`src/mbus_pkg.sv`:
```
package mbus_pkg;

	// field widths
	localparam int prefix_w = 4;
	localparam int fu_id_w = 4;
	localparam int data_w = 32;

	// start bit, address, data and stop bit
	localparam int frame_bits = 42;

	// identity of this node as matched by enumeration frames
	localparam logic [19:0] full_prefix = 20'h12345;
	localparam logic [prefix_w-1:0] bcast_prefix = '0;

	// function ids
	localparam logic [fu_id_w-1:0] fu_enum = 4'hF;
	localparam logic [fu_id_w-1:0] fu_sleep = 4'h1;
	localparam logic [fu_id_w-1:0] fu_layer = 4'h2;
	localparam logic [fu_id_w-1:0] fu_first_user = 4'h4;

	// cycles per power release step
	localparam logic [3:0] wake_delay = 4'd2;

	// bit position within a frame
	typedef logic [$clog2(frame_bits)-1:0] bit_cnt_t;

	typedef struct packed {
		logic [prefix_w-1:0] prefix;
		logic [fu_id_w-1:0] fu_id;
	} mbus_addr_t;

	typedef struct packed {
		mbus_addr_t addr;
		logic [data_w-1:0] data;
	} mbus_msg_t;

	typedef struct packed {
		logic power_on;
		logic release_clk;
		logic release_rst;
		logic release_iso;
	} lc_ctrl_t;

	typedef struct packed {
		logic sleep;
		logic isolate;
		logic reset;
	} pwr_ctrl_t;

endpackage

```
`src/mbus_node.sv`:
```
`timescale 1ns/1ps

module mbus_node
	import mbus_pkg::*;
(
	input  logic clkin,
	input  logic rst,
	input  logic din,
	input  pwr_ctrl_t pwr,
	input  logic tx_req,
	input  mbus_msg_t tx_msg,
	input  logic rx_ack,
	input  logic tx_resp_ack,
	input  logic [prefix_w-1:0] addr_out,
	input  logic addr_valid,
	output logic dout,
	output logic tx_ack,
	output logic tx_succ,
	output logic rx_req,
	output mbus_msg_t rx_msg,
	output logic rx_broadcast,
	output lc_ctrl_t lc,
	output logic sleep_req,
	output logic addr_wr,
	output logic [prefix_w-1:0] addr_in
);

	logic node_rst;
	logic armed;
	bit_cnt_t idle_cnt;
	logic tx_busy;
	bit_cnt_t tx_cnt;
	logic [frame_bits-1:0] tx_shift;
	logic rx_active;
	bit_cnt_t rx_cnt;
	mbus_msg_t rx_shift;
	logic frame_end;
	logic is_bcast;
	logic is_own;
	logic enum_hit;
	logic sleep_hit;
	logic layer_hit;
	logic deliver;

	// held in reset for the whole of sleep and power-up
	assign node_rst = rst | pwr.reset;

	// forward the line unless our own frame is going out
	assign dout = tx_busy ? tx_shift[frame_bits-1] : din;

	assign tx_ack = tx_req & ~tx_busy & ~tx_succ & ~rx_active & armed & din;

	// after power-up the line may be mid-frame, so wait for a full frame of idle
	always_ff @(posedge clkin)
	begin
		if (rst)
		begin
			armed <= 1'b1;
			idle_cnt <= '0;
		end
		else if (pwr.reset)
		begin
			armed <= 1'b0;
			idle_cnt <= '0;
		end
		else if (!armed)
		begin
			if (!din)
				idle_cnt <= '0;
			else if (idle_cnt == bit_cnt_t'(frame_bits - 1))
				armed <= 1'b1;
			else
				idle_cnt <= idle_cnt + 1'b1;
		end
	end

	// transmit start bit, message and stop bit MSB first
	always_ff @(posedge clkin)
	begin
		if (node_rst)
		begin
			tx_busy <= 1'b0;
			tx_succ <= 1'b0;
			tx_cnt <= '0;
		end
		else if (tx_ack)
		begin
			tx_busy <= 1'b1;
			tx_cnt <= '0;
		end
		else if (tx_busy)
		begin
			if (tx_cnt == bit_cnt_t'(frame_bits - 1))
			begin
				tx_busy <= 1'b0;
				tx_succ <= 1'b1;
			end
			else
				tx_cnt <= tx_cnt + 1'b1;
		end
		else if (tx_succ && tx_resp_ack)
			tx_succ <= 1'b0;
	end

	always_ff @(posedge clkin)
	begin
		if (tx_ack)
			tx_shift <= {1'b0, tx_msg, 1'b1};
		else if (tx_busy)
			tx_shift <= {tx_shift[frame_bits-2:0], 1'b1};
	end

	// receive finds the start bit and then shifts in address and data
	always_ff @(posedge clkin)
	begin
		if (node_rst)
		begin
			rx_active <= 1'b0;
			rx_cnt <= '0;
		end
		else if (!rx_active)
		begin
			if (armed && !tx_busy && !din)
			begin
				rx_active <= 1'b1;
				rx_cnt <= '0;
			end
		end
		else if (rx_cnt == bit_cnt_t'($bits(mbus_msg_t)))
			rx_active <= 1'b0;
		else
			rx_cnt <= rx_cnt + 1'b1;
	end

	always_ff @(posedge clkin)
	begin
		if (rx_active && rx_cnt != bit_cnt_t'($bits(mbus_msg_t)))
			rx_shift <= {rx_shift[$bits(mbus_msg_t)-2:0], din};
	end

	// stop bit must be high or the frame is dropped
	assign frame_end = rx_active && (rx_cnt == bit_cnt_t'($bits(mbus_msg_t))) && din;

	// address decode
	assign is_bcast = (rx_shift.addr.prefix == bcast_prefix);
	assign is_own = addr_valid && (rx_shift.addr.prefix == addr_out);
	assign enum_hit = is_bcast && (rx_shift.addr.fu_id == fu_enum)
		&& (rx_shift.data[prefix_w +: $bits(full_prefix)] == full_prefix)
		&& (rx_shift.data[prefix_w-1:0] != '0);
	assign sleep_hit = is_own && (rx_shift.addr.fu_id == fu_sleep);
	assign layer_hit = is_own && (rx_shift.addr.fu_id == fu_layer);
	assign deliver = (is_own && (rx_shift.addr.fu_id >= fu_first_user))
		|| (is_bcast && (rx_shift.addr.fu_id != fu_enum));

	always_ff @(posedge clkin)
	begin
		if (node_rst)
		begin
			rx_req <= 1'b0;
			sleep_req <= 1'b0;
			addr_wr <= 1'b0;
			lc <= '0;
		end
		else
		begin
			sleep_req <= frame_end && sleep_hit;
			addr_wr <= frame_end && enum_hit;
			if (frame_end && layer_hit)
				lc <= lc_ctrl_t'(rx_shift.data[$bits(lc_ctrl_t)-1:0]);
			// a frame arriving while one is still pending is not delivered
			if (rx_req)
			begin
				if (rx_ack)
					rx_req <= 1'b0;
			end
			else if (frame_end && deliver)
				rx_req <= 1'b1;
		end
	end

	always_ff @(posedge clkin)
	begin
		if (frame_end && enum_hit)
			addr_in <= rx_shift.data[prefix_w-1:0];
		if (frame_end && deliver && !rx_req)
		begin
			rx_msg <= rx_shift;
			rx_broadcast <= is_bcast;
		end
	end

endmodule

```
`src/mbus_sleep_ctrl.sv`:
```
`timescale 1ns/1ps

module mbus_sleep_ctrl
	import mbus_pkg::*;
(
	input  logic clkin,
	input  logic rst,
	input  logic din,
	input  logic sleep_req,
	input  logic int_pend,
	output pwr_ctrl_t pwr,
	output logic clr_busy
);

	typedef enum logic [2:0] {
		st_awake,
		st_isolating,
		st_asleep,
		st_powering,
		st_releasing
	} state_t;

	state_t state;
	logic [$bits(wake_delay)-1:0] wait_cnt;

	always_ff @(posedge clkin)
	begin
		if (rst)
		begin
			state <= st_awake;
			pwr <= '0;
			wait_cnt <= '0;
			clr_busy <= 1'b0;
		end
		else
		begin
			clr_busy <= 1'b0;
			case (state)
				st_awake:
					if (sleep_req)
					begin
						pwr.isolate <= 1'b1;
						state <= st_isolating;
					end
				st_isolating:
				begin
					pwr.sleep <= 1'b1;
					pwr.reset <= 1'b1;
					state <= st_asleep;
				end
				// start bit on the line or a pending interrupt
				st_asleep:
					if (!din || int_pend)
					begin
						pwr.sleep <= 1'b0;
						wait_cnt <= '0;
						state <= st_powering;
					end
				st_powering:
					if (wait_cnt == wake_delay - 1'b1)
					begin
						pwr.reset <= 1'b0;
						wait_cnt <= '0;
						state <= st_releasing;
					end
					else
						wait_cnt <= wait_cnt + 1'b1;
				st_releasing:
					if (wait_cnt == wake_delay - 1'b1)
					begin
						pwr.isolate <= 1'b0;
						clr_busy <= 1'b1;
						state <= st_awake;
					end
					else
						wait_cnt <= wait_cnt + 1'b1;
				default:
					state <= st_awake;
			endcase
		end
	end

endmodule

```
`src/mbus_isolation.sv`:
```
`timescale 1ns/1ps

module mbus_isolation
	import mbus_pkg::*;
(
	input  logic isolate,
	// from the node
	input  logic tx_ack_n,
	input  logic tx_succ_n,
	input  logic rx_req_n,
	input  lc_ctrl_t lc_n,
	// from the layer
	input  logic tx_req,
	input  logic rx_ack,
	input  logic tx_resp_ack,
	// to the layer
	output logic tx_ack,
	output logic tx_succ,
	output logic rx_req,
	output lc_ctrl_t lc,
	// to the node
	output logic tx_req_n,
	output logic rx_ack_n,
	output logic tx_resp_ack_n
);

	// node side held low while it is unpowered
	assign tx_ack = tx_ack_n & ~isolate;
	assign tx_succ = tx_succ_n & ~isolate;
	assign rx_req = rx_req_n & ~isolate;
	assign lc = isolate ? lc_ctrl_t'('0) : lc_n;

	// layer inputs are garbage until the layer has power
	assign tx_req_n = tx_req & lc.power_on;
	assign rx_ack_n = rx_ack & lc.power_on;
	assign tx_resp_ack_n = tx_resp_ack & lc.power_on;

endmodule

```
`src/mbus_wire_ctrl.sv`:
```
`timescale 1ns/1ps

module mbus_wire_ctrl
(
	input  logic clkin,
	input  logic rst,
	input  logic din,
	input  logic node_dout,
	input  logic isolate,
	output logic dout
);

	// bypass the node while it is isolated
	always_ff @(posedge clkin)
	begin
		if (rst)
			dout <= 1'b1;
		else if (isolate)
			dout <= din;
		else
			dout <= node_dout;
	end

endmodule

```
`src/mbus_addr_rf.sv`:
```
`timescale 1ns/1ps

module mbus_addr_rf
	import mbus_pkg::*;
(
	input  logic clkin,
	input  logic rst,
	input  logic addr_wr,
	input  logic [prefix_w-1:0] addr_in,
	output logic [prefix_w-1:0] addr_out,
	output logic addr_valid
);

	// always on, so the prefix survives sleep
	always_ff @(posedge clkin)
	begin
		if (rst)
		begin
			addr_out <= '0;
			addr_valid <= 1'b0;
		end
		else if (addr_wr)
		begin
			addr_out <= addr_in;
			addr_valid <= 1'b1;
		end
	end

endmodule

```
`src/mbus_int_ctrl.sv`:
```
`timescale 1ns/1ps

module mbus_int_ctrl
(
	input  logic clkin,
	input  logic rst,
	input  logic req_int,
	input  logic sleep,
	input  logic clr_busy,
	output logic int_pend
);

	logic req_int_d;

	always_ff @(posedge clkin)
	begin
		if (rst)
		begin
			req_int_d <= 1'b0;
			int_pend <= 1'b0;
		end
		else
		begin
			req_int_d <= req_int;
			// held until the wake sequence finishes
			if (clr_busy)
				int_pend <= 1'b0;
			else if (sleep && req_int && !req_int_d)
				int_pend <= 1'b1;
		end
	end

endmodule

```
`src/mbus_layer_wrapper.sv`:
```
`timescale 1ns/1ps

module mbus_layer_wrapper
	import mbus_pkg::*;
(
	input  logic clkin,
	input  logic rst,
	input  logic din,
	output logic dout,
	input  mbus_msg_t tx_msg,
	input  logic tx_req,
	output logic tx_ack,
	output logic tx_succ,
	input  logic tx_resp_ack,
	output mbus_msg_t rx_msg,
	output logic rx_req,
	input  logic rx_ack,
	output logic rx_broadcast,
	output logic lc_power_on,
	output logic lc_release_clk,
	output logic lc_release_rst,
	output logic lc_release_iso,
	input  logic req_int
);

	pwr_ctrl_t pwr;
	logic sleep_req;
	logic clr_busy;
	logic int_pend;
	logic node_dout;

	// node side of the isolation block
	logic tx_ack_n;
	logic tx_succ_n;
	logic rx_req_n;
	lc_ctrl_t lc_n;
	logic tx_req_n;
	logic rx_ack_n;
	logic tx_resp_ack_n;
	lc_ctrl_t lc;

	logic addr_wr;
	logic [prefix_w-1:0] addr_in;
	logic [prefix_w-1:0] addr_out;
	logic addr_valid;

	// power gated bus controller
	mbus_node n0 (
		.clkin       (clkin),
		.rst         (rst),
		.din         (din),
		.pwr         (pwr),
		.tx_req      (tx_req_n),
		.tx_msg      (tx_msg),
		.rx_ack      (rx_ack_n),
		.tx_resp_ack (tx_resp_ack_n),
		.addr_out    (addr_out),
		.addr_valid  (addr_valid),
		.dout        (node_dout),
		.tx_ack      (tx_ack_n),
		.tx_succ     (tx_succ_n),
		.rx_req      (rx_req_n),
		.rx_msg      (rx_msg),
		.rx_broadcast(rx_broadcast),
		.lc          (lc_n),
		.sleep_req   (sleep_req),
		.addr_wr     (addr_wr),
		.addr_in     (addr_in)
	);

	// always on blocks
	mbus_sleep_ctrl sc0 (
		.clkin    (clkin),
		.rst      (rst),
		.din      (din),
		.sleep_req(sleep_req),
		.int_pend (int_pend),
		.pwr      (pwr),
		.clr_busy (clr_busy)
	);

	mbus_isolation iso0 (
		.isolate      (pwr.isolate),
		.tx_ack_n     (tx_ack_n),
		.tx_succ_n    (tx_succ_n),
		.rx_req_n     (rx_req_n),
		.lc_n         (lc_n),
		.tx_req       (tx_req),
		.rx_ack       (rx_ack),
		.tx_resp_ack  (tx_resp_ack),
		.tx_ack       (tx_ack),
		.tx_succ      (tx_succ),
		.rx_req       (rx_req),
		.lc           (lc),
		.tx_req_n     (tx_req_n),
		.rx_ack_n     (rx_ack_n),
		.tx_resp_ack_n(tx_resp_ack_n)
	);

	mbus_wire_ctrl wc0 (
		.clkin    (clkin),
		.rst      (rst),
		.din      (din),
		.node_dout(node_dout),
		.isolate  (pwr.isolate),
		.dout     (dout)
	);

	mbus_addr_rf rf0 (
		.clkin     (clkin),
		.rst       (rst),
		.addr_wr   (addr_wr),
		.addr_in   (addr_in),
		.addr_out  (addr_out),
		.addr_valid(addr_valid)
	);

	mbus_int_ctrl mic0 (
		.clkin   (clkin),
		.rst     (rst),
		.req_int (req_int),
		.sleep   (pwr.sleep),
		.clr_busy(clr_busy),
		.int_pend(int_pend)
	);

	assign lc_power_on = lc.power_on;
	assign lc_release_clk = lc.release_clk;
	assign lc_release_rst = lc.release_rst;
	assign lc_release_iso = lc.release_iso;

endmodule

```
`config.mk`:
```
export PLATFORM = sky130hd
export DESIGN_NAME = mbus_layer_wrapper
export DESIGN_NICKNAME = d
export VERILOG_FILES = /design/src/mbus_pkg.sv /design/src/mbus_node.sv /design/src/mbus_sleep_ctrl.sv /design/src/mbus_isolation.sv /design/src/mbus_wire_ctrl.sv /design/src/mbus_addr_rf.sv /design/src/mbus_int_ctrl.sv /design/src/mbus_layer_wrapper.sv
export SDC_FILE = /design/constraint.sdc
export NUM_CORES = 1
export LEC_CHECK = 0
export BUFFER_PORTS_ARGS = -buffer_cell sky130_fd_sc_hd__clkbuf_2
export CORE_ASPECT_RATIO = 0.8
export CORE_MARGIN = 3
export CORE_UTILIZATION = 57
export CTS_CLUSTER_DIAMETER = 100
export DETAILED_ROUTE_END_ITERATION = 8
export HOLD_SLACK_MARGIN = 0.15
export MAX_ROUTING_LAYER = met4
export PLACE_DENSITY = 0.8
export SLEW_MARGIN = 20
export SYNTH_ARGS = -nofsm -noshare
export SYNTH_HDL_FRONTEND = slang
export SYNTH_SLANG_ARGS = --single-unit
export TNS_END_PERCENT = 1
```
`constraint.sdc`:
```
create_clock -name clkin -period 4.1 [get_ports clkin]
set_input_delay 0.205 -clock clkin [delete_from_list [all_inputs] [get_ports clkin]]
set_output_delay 0.205 -clock clkin [all_outputs]
set_load 0.1 [all_outputs]
```
Yosys cells after proc, flatten, opt, wreduce, memory -nomap -nowiden
Cells that the tools add are included.
{"block": "op_classes", "n_reduce_logical": 50, "n_mux": 42, "n_bitwise": 20, "add_sub_neg": 4, "magnitude_cmp": 1, "n_eq_ne": 23}
{"op": "two-way mux 41 bit", "count": 2}
{"op": "two-way mux 6 bit", "count": 5}
{"op": "two-way mux 1 bit", "count": 22}
{"op": "logical AND 1 bit", "count": 21}
{"op": "== test 20 x 17 -> 1 bit (second input constant)", "count": 1}
{"op": "adder 6 x 1 -> 6 bit (second input constant)", "count": 3}
{"op": "== test 6 bit (second input constant)", "count": 3}
{"op": "two-way mux 4 bit", "count": 4}
{"op": "case mux 3 bit (5 select lines)", "count": 1}
{"op": "two-way mux 3 bit", "count": 4}
{"op": "case mux 4 bit (3 select lines)", "count": 1}
{"op": "nonzero test 2 bit", "count": 6}
{"op": "AND 1 bit", "count": 11}
{"op": "inequality test 2 bit (second input constant)", "count": 5}
{"op": "AND reduction 2 bit", "count": 5}
{"op": "AND reduction 3 bit", "count": 3}
{"op": "== test 4 x 1 -> 1 bit (second input constant)", "count": 2}
{"op": "inverter 1 bit", "count": 8}
{"op": "OR reduction 2 bit", "count": 4}
{"op": "== test 3 x 2 -> 1 bit (second input constant)", "count": 2}
{"op": "inequality test 2 x 1 -> 1 bit (second input constant)", "count": 3}
{"op": "inequality test 6 bit (second input constant)", "count": 1}
{"op": "case mux 1 bit (2 select lines)", "count": 3}
{"op": "adder 4 x 1 -> 4 bit (second input constant)", "count": 1}
{"op": "other kinds (15)", "count": 19}
{"block": "totals", "in_bits": 47, "regBits": 174, "output_inout_bits": 49}

Logic depth before layout (Yosys ltp)
{"block": "depth", "word_depth": 9, "ltp_mapped": 7, "mapped_depth_nobuf": 7}

Hierarchy
From an unflattened synthesis, not the netlist that was laid out.
{"block": "unflattened", "cells_unflattened": 461, "hier_area_um2": 6904.1}
{"mod": "mbus_node", "seq_area_each_um2": 4354.2, "cells_each": 358, "area_per_inst_um2": 5911.9, "n_inst": 1}
{"mod": "mbus_sleep_ctrl", "seq_area_each_um2": 220.2, "cells_each": 68, "area_per_inst_um2": 621.8, "n_inst": 1}
{"mod": "mbus_addr_rf", "seq_area_each_um2": 100.1, "cells_each": 16, "area_per_inst_um2": 173.9, "n_inst": 1}
{"mod": "mbus_isolation", "seq_area_each_um2": 0.0, "cells_each": 10, "area_per_inst_um2": 91.3, "n_inst": 1}
{"mod": "mbus_int_ctrl", "seq_area_each_um2": 40.0, "cells_each": 6, "area_per_inst_um2": 70.1, "n_inst": 1}
{"mod": "mbus_wire_ctrl", "seq_area_each_um2": 20.0, "cells_each": 3, "area_per_inst_um2": 35.0, "n_inst": 1}

Worst setup path after synthesis
OpenSTA, ideal clock, no wires.
{"block": "synth_path", "path_kind": "register to register", "from": "register, netlist name sc0.pwr[1]", "to": "register n0.tx_shift[10], enable pin", "t_required_ns": 3.696, "setup_ns": 0.404, "slack_ns": 0.421, "arrival_ns": 3.275, "n_path_buf": 0, "synth_period_minus_slack_ns": 3.679, "stages_incl_launch_ff": 4, "path_cell_list": "dfxtp_1 > nor2b_1 > nand4_2 > nand2b_1"}
{"block": "synth_between", "elab_chain_len": 8}
{"item": "two-way mux 4 bit", "line_no": "mbus_isolation.sv:31", "rtl": "assign lc = isolate ? lc_ctrl_t'('0) : lc_n;"}
{"item": "named net lc_power_on", "line_no": "mbus_layer_wrapper.sv:19", "rtl": "output logic lc_power_on,"}
{"item": "AND 1 bit", "line_no": "mbus_isolation.sv:34", "rtl": "assign tx_req_n = tx_req & lc.power_on;"}
{"item": "AND 1 bit (5 in a row)", "line_no": "mbus_node.sv:51", "rtl": "assign tx_ack = tx_req & ~tx_busy & ~tx_succ & ~rx_active & armed & din;"}
{"item": "nonzero test 2 bit (no source line)"}
{"item": "end signal: assignment", "line_no": "mbus_node.sv:108", "rtl": "tx_shift <= {1'b0, tx_msg, 1'b1};"}
{"item": "end signal: assignment", "line_no": "mbus_node.sv:110", "rtl": "tx_shift <= {tx_shift[frame_bits-2:0], 1'b1};"}
{"item": "end: declaration", "line_no": "mbus_node.sv:33", "rtl": "logic [frame_bits-1:0] tx_shift;"}
The timed path passes the listed nets, and every way through them passes these cells.
A chain may end at the register's enable or synchronous reset.

Worst setup path in the final report
{"block": "layout_path", "from": "register, netlist name sc0.pwr[1]", "to": "output tx_ack"}
{"block": "layout_between", "elab_chain_len": 8, "word_cells_on_any_way": 9, "cone_classes": "1 x mux; 8 x bitwise"}
{"item": "two-way mux 4 bit", "line_no": "mbus_isolation.sv:31"}
{"item": "AND 1 bit", "line_no": "mbus_isolation.sv:34"}
{"item": "AND 1 bit (5 in a row)", "line_no": "mbus_node.sv:51"}
{"item": "AND 1 bit (*)", "line_no": "mbus_isolation.sv:28", "rtl": "assign tx_ack = tx_ack_n & ~isolate;"}
{"item": "end: declaration", "line_no": "mbus_layer_wrapper.sv:12", "rtl": "output logic tx_ack,"}
Every way passes the cells marked *; elsewhere a longest branch is shown, timed or not.

==> results.yml <==
drt:
  drt_wl_total_microns: 13600
  wl_per_cell_microns: 16.4
  num_vias: 4480
  drcViolationCount: 0
  drt_iter0_markers: 410
  drt.antenna.violating_nets: 0
  firstDrtPassIters: 5
  post_drt_via_cell_ratio: 5.43
global_routing:
  grt_antenna_before_repair: 0
  grt_pass1_vias: 4433
  grt_max_degree: 44
  grt_pass1_wl_microns: 22000
  grt_overflow_total: 0
  grt_usage: 0.226
cells_and_area:
  register_area_sq_mm: 0.00473
  final_core_util: 0.740
  syn2layout_area_growth_pct: 23.6
  n_fill_cell: 689
  stdcell_area_sq_mm: 0.00828
  multi_input_area_sq_mm: 0.00185
  antenna_cells: 0
  final_nets: 723
  drive_gt1_frac: 0.213
power_and_ir_drop:
  switching_share: 0.210
  ir_worst_vdd_mv: 0.290
  leakagePower_uw: 0.00317
  p_per_area_mw_per_mm2: 429
  clkPwrFrac: 0.422
  pwr-share-comb: 0.032
  power.internal_uw: 2810
  seq_power_share: 0.547
  p_sw_uw: 746
floorplanning:
  rows: 34
  start_util: 0.599
  core_sq_mm: 0.0112
  die_y_microns: 103
  ios: 96
  die_w_microns: 127
  dieArea_sq_mm: 0.0131
synthesis:
  synth_warnings: 0
  synth_edf_count: 125
  synth.net_count: 581
  ys_ff_latch: 174
  syn_area_per_cell_sq_um: 12.7
  synth_cells: 526
  netlist_area_sq_mm: 0.00670
  synth_cell_types: 58
  ys_seq_area_frac: 0.706
  synth-main-ff-cell: "edfxtp_1"
  synthArstFlopShare: 0
critical_path:
  startpoint_type: "register"
  crit_type: "register to primary output"
  cpPeakStageDelay_ns: 0.58
  slowest_stage: "clkbuf_2"
  crit_path_end_kind: "primary output"
  worstPathArrival_ns: 2.70
  r2r-end: "n0.rx_msg[11]$_DFFE_PP_"
  cp.required_ns: 3.89
  r2r_slack_ns: 1.67
  rr_worst_depth: 5
  cp_cell_sequence: "nor2b_1 > nand4_2 > buf_4 > inv_2 > clkbuf_2"
  cp_max_fo: 43
  r2r-start: "n0.rx_shift[38]$_DFFE_PP_"
sta:
  hold_viol_final: 0
  setup_violations: 0
  post-route-min-period_ns: 2.91
  max_clock_freq_mhz: 344
  tns_ns: 0
  clock_skew_ns: 0.00980
  worst_slew_pin_slew_ns: 0.953
  fin_crit_sh: 0.709
  finalWorstSetupSlack_ns: 1.19
  maxSlewViolCount: 0
  rsz0062_at_grt: "false"
  max_slew_margin: 0.364
clock_tree:
  clkSinkCount: 174
  clkTransAtPathRegs_ns: 0.06
  cts_setup_buffers: 0
  cts_tree: "built"
  clk_latency_ns: 0.42
  cts-root-buf: "clkbuf_16"
  cts_buffers: 17
  htreeDepth: 4
  post_cts_resized: 0
  clock_path_buffers: 2
min_path:
  min_to: "n0.rx_shift[0]$_DFFE_PP_"
  worst_hold_path.num_cells: 1
  hold_path.class: "primary input to register"
  min_from: "din"
run:
  max_cap_violations: 0
run_status:
  status: "finished, final reports clean"
placed_design:
  place_congestion: 0.876
  placed_cell_area_sq_mm: 0.00731
  numPortBuffers: 95
  dp_slack_ns: 1.66
  place_hpwl_microns: 7950
[per-layer routing]
metal	share of wire	track usage	vias to the layer above
met3	0.054	0.0518	30
met2	0.50	0.367	179
met5	0	-	-
met4	0.023	0.0833	0
li1	-	-	2148
met1	0.43	0.282	2123
[cell type report]
class,instances,share of cell area
timing repair buffer,140,0.111
tap,144,0.0217
clock buffer,19,0.0523
multi-input combinational,322,0.224
inverter,13,0.00589
sequential,174,0.572
clock inverter,13,0.0142
[state kept, by name, summed over array words and instances, names as in the netlist, 3 cells and up]
name	flops
sc0.state	3
rf0.addr_out	4
sc0.wait_cnt	4
n0.rx_msg	40
n0.rx_cnt	6
n0.tx_shift	41
sc0.pwr	3
n0.addr_in	4
n0.rx_shift	40
n0.tx_cnt	6
n0.lc	4
n0.idle_cnt	6
[critical path: cells and delay by family, from the launching register on]
kind | cells | cell delay, ns
buffers and inverters | 3 | 1.40
DFF | 1 | 0.39
and+or+nand+nor | 2 | 0.47
[synthesized netlist by cell type, types with 5 or more instances]
cell type	n	area share
edfxtp_1	125	0.56
ha_1	8	0.015
clkbuf_1	8	0.0045
xnor2_1	7	0.0091
nand2_1	136	0.076
nand3_1	8	0.0060
nor3_1	6	0.0045
inv_1	12	0.0067
buf_2	7	0.0052
nor4_1	5	0.0047
nor2_1	33	0.018
nor2b_1	11	0.010
dfxtp_1	49	0.15
a21oi_1	16	0.012
mux2i_1	8	0.012
xor2_1	10	0.013
nand4_1	8	0.0075
[power by group through the flow]
stage          Sequential [uW]  Combinational [uW]  Clock (uW)
2_1_floorplan             1970                39.0           0
3_3_place_gp              1980                76.5           0
3_5_place_dp              1980                77.6           0
4_1_cts                   1940                 109        1510
5_1_grt                   1950                 122        1590
6_report                  1940                 113        1500
[layout by cell type, fill, tap and decap left out, types with 3 or more instances in the layout]
cell type / n
xor2_1: 10
nor4_1: 5
clkbuf_2: 95
nand4_1: 8
nand3_1: 8
ha_1: 8
nand2_1: 136
nor3b_1: 3
nor4_2: 3
o2111ai_1: 3
nor4b_1: 3
clkinvlp_4: 4
a31oi_1: 4
inv_6: 3
o21ai_1: 4
dlygate4sd3_1: 42
dfxtp_1: 49
clkbuf_16: 17
inv_1: 12
nor2b_1: 11
o21ai_0: 4
nor4bb_1: 4
nand2b_1: 3
xnor2_1: 7
a21oi_1: 16
edfxtp_1: 125
mux2i_1: 8
buf_4: 3
nor3_1: 6
nor2_1: 32
[logic make-up after synthesis]
kind of cell | synth area share
AOI/OAI and AO/OA | 0.0439
xor gates and xnor gates | 0.0222
DFF | 0.706
muxes | 0.0119
buffers and inverters | 0.0187
and+or+nand+nor | 0.182
adders and majority gates | 0.0149
[what timing repair did]
action	in CTS	in global routing
hold buffers	42	0
setup endpoints to repair	0	0
hold endpoints to repair	43	0
[metrics by stage]
step / instances / total power [uW] / hold slack [ns]
final: 825 / 3550 / 0.176
after global placement: 751 / 2050 / 0.381
after floorplan: 526 / 2010 / 0.304
after global routing: 825 / 3660 / 0.192
after detailed placement: 751 / 2060 / 0.388
after CTS: 825 / 3570 / 0.156
[how the worst max path moves through the flow]
stage	startpoint	depth (start not counted)	slack (ns)	endpoint
final	sc0.pwr[1]$_SDFFE_PP0P_	5	1.19	tx_ack
after global routing	sc0.pwr[1]$_SDFFE_PP0P_	5	1.0	tx_ack
after CTS	sc0.pwr[1]$_SDFFE_PP0P_	5	1.20	tx_ack
after detailed placement	sc0.pwr[1]$_SDFFE_PP0P_	5	1.66	tx_ack
after global placement	sc0.pwr[1]$_SDFFE_PP0P_	5	1.74	tx_ack
after floorplan	sc0.pwr[1]$_SDFFE_PP0P_	3	0.42	n0.tx_shift[10]$_DFFE_PP_
No activity file was read; power rests on OpenSTA's default activity.
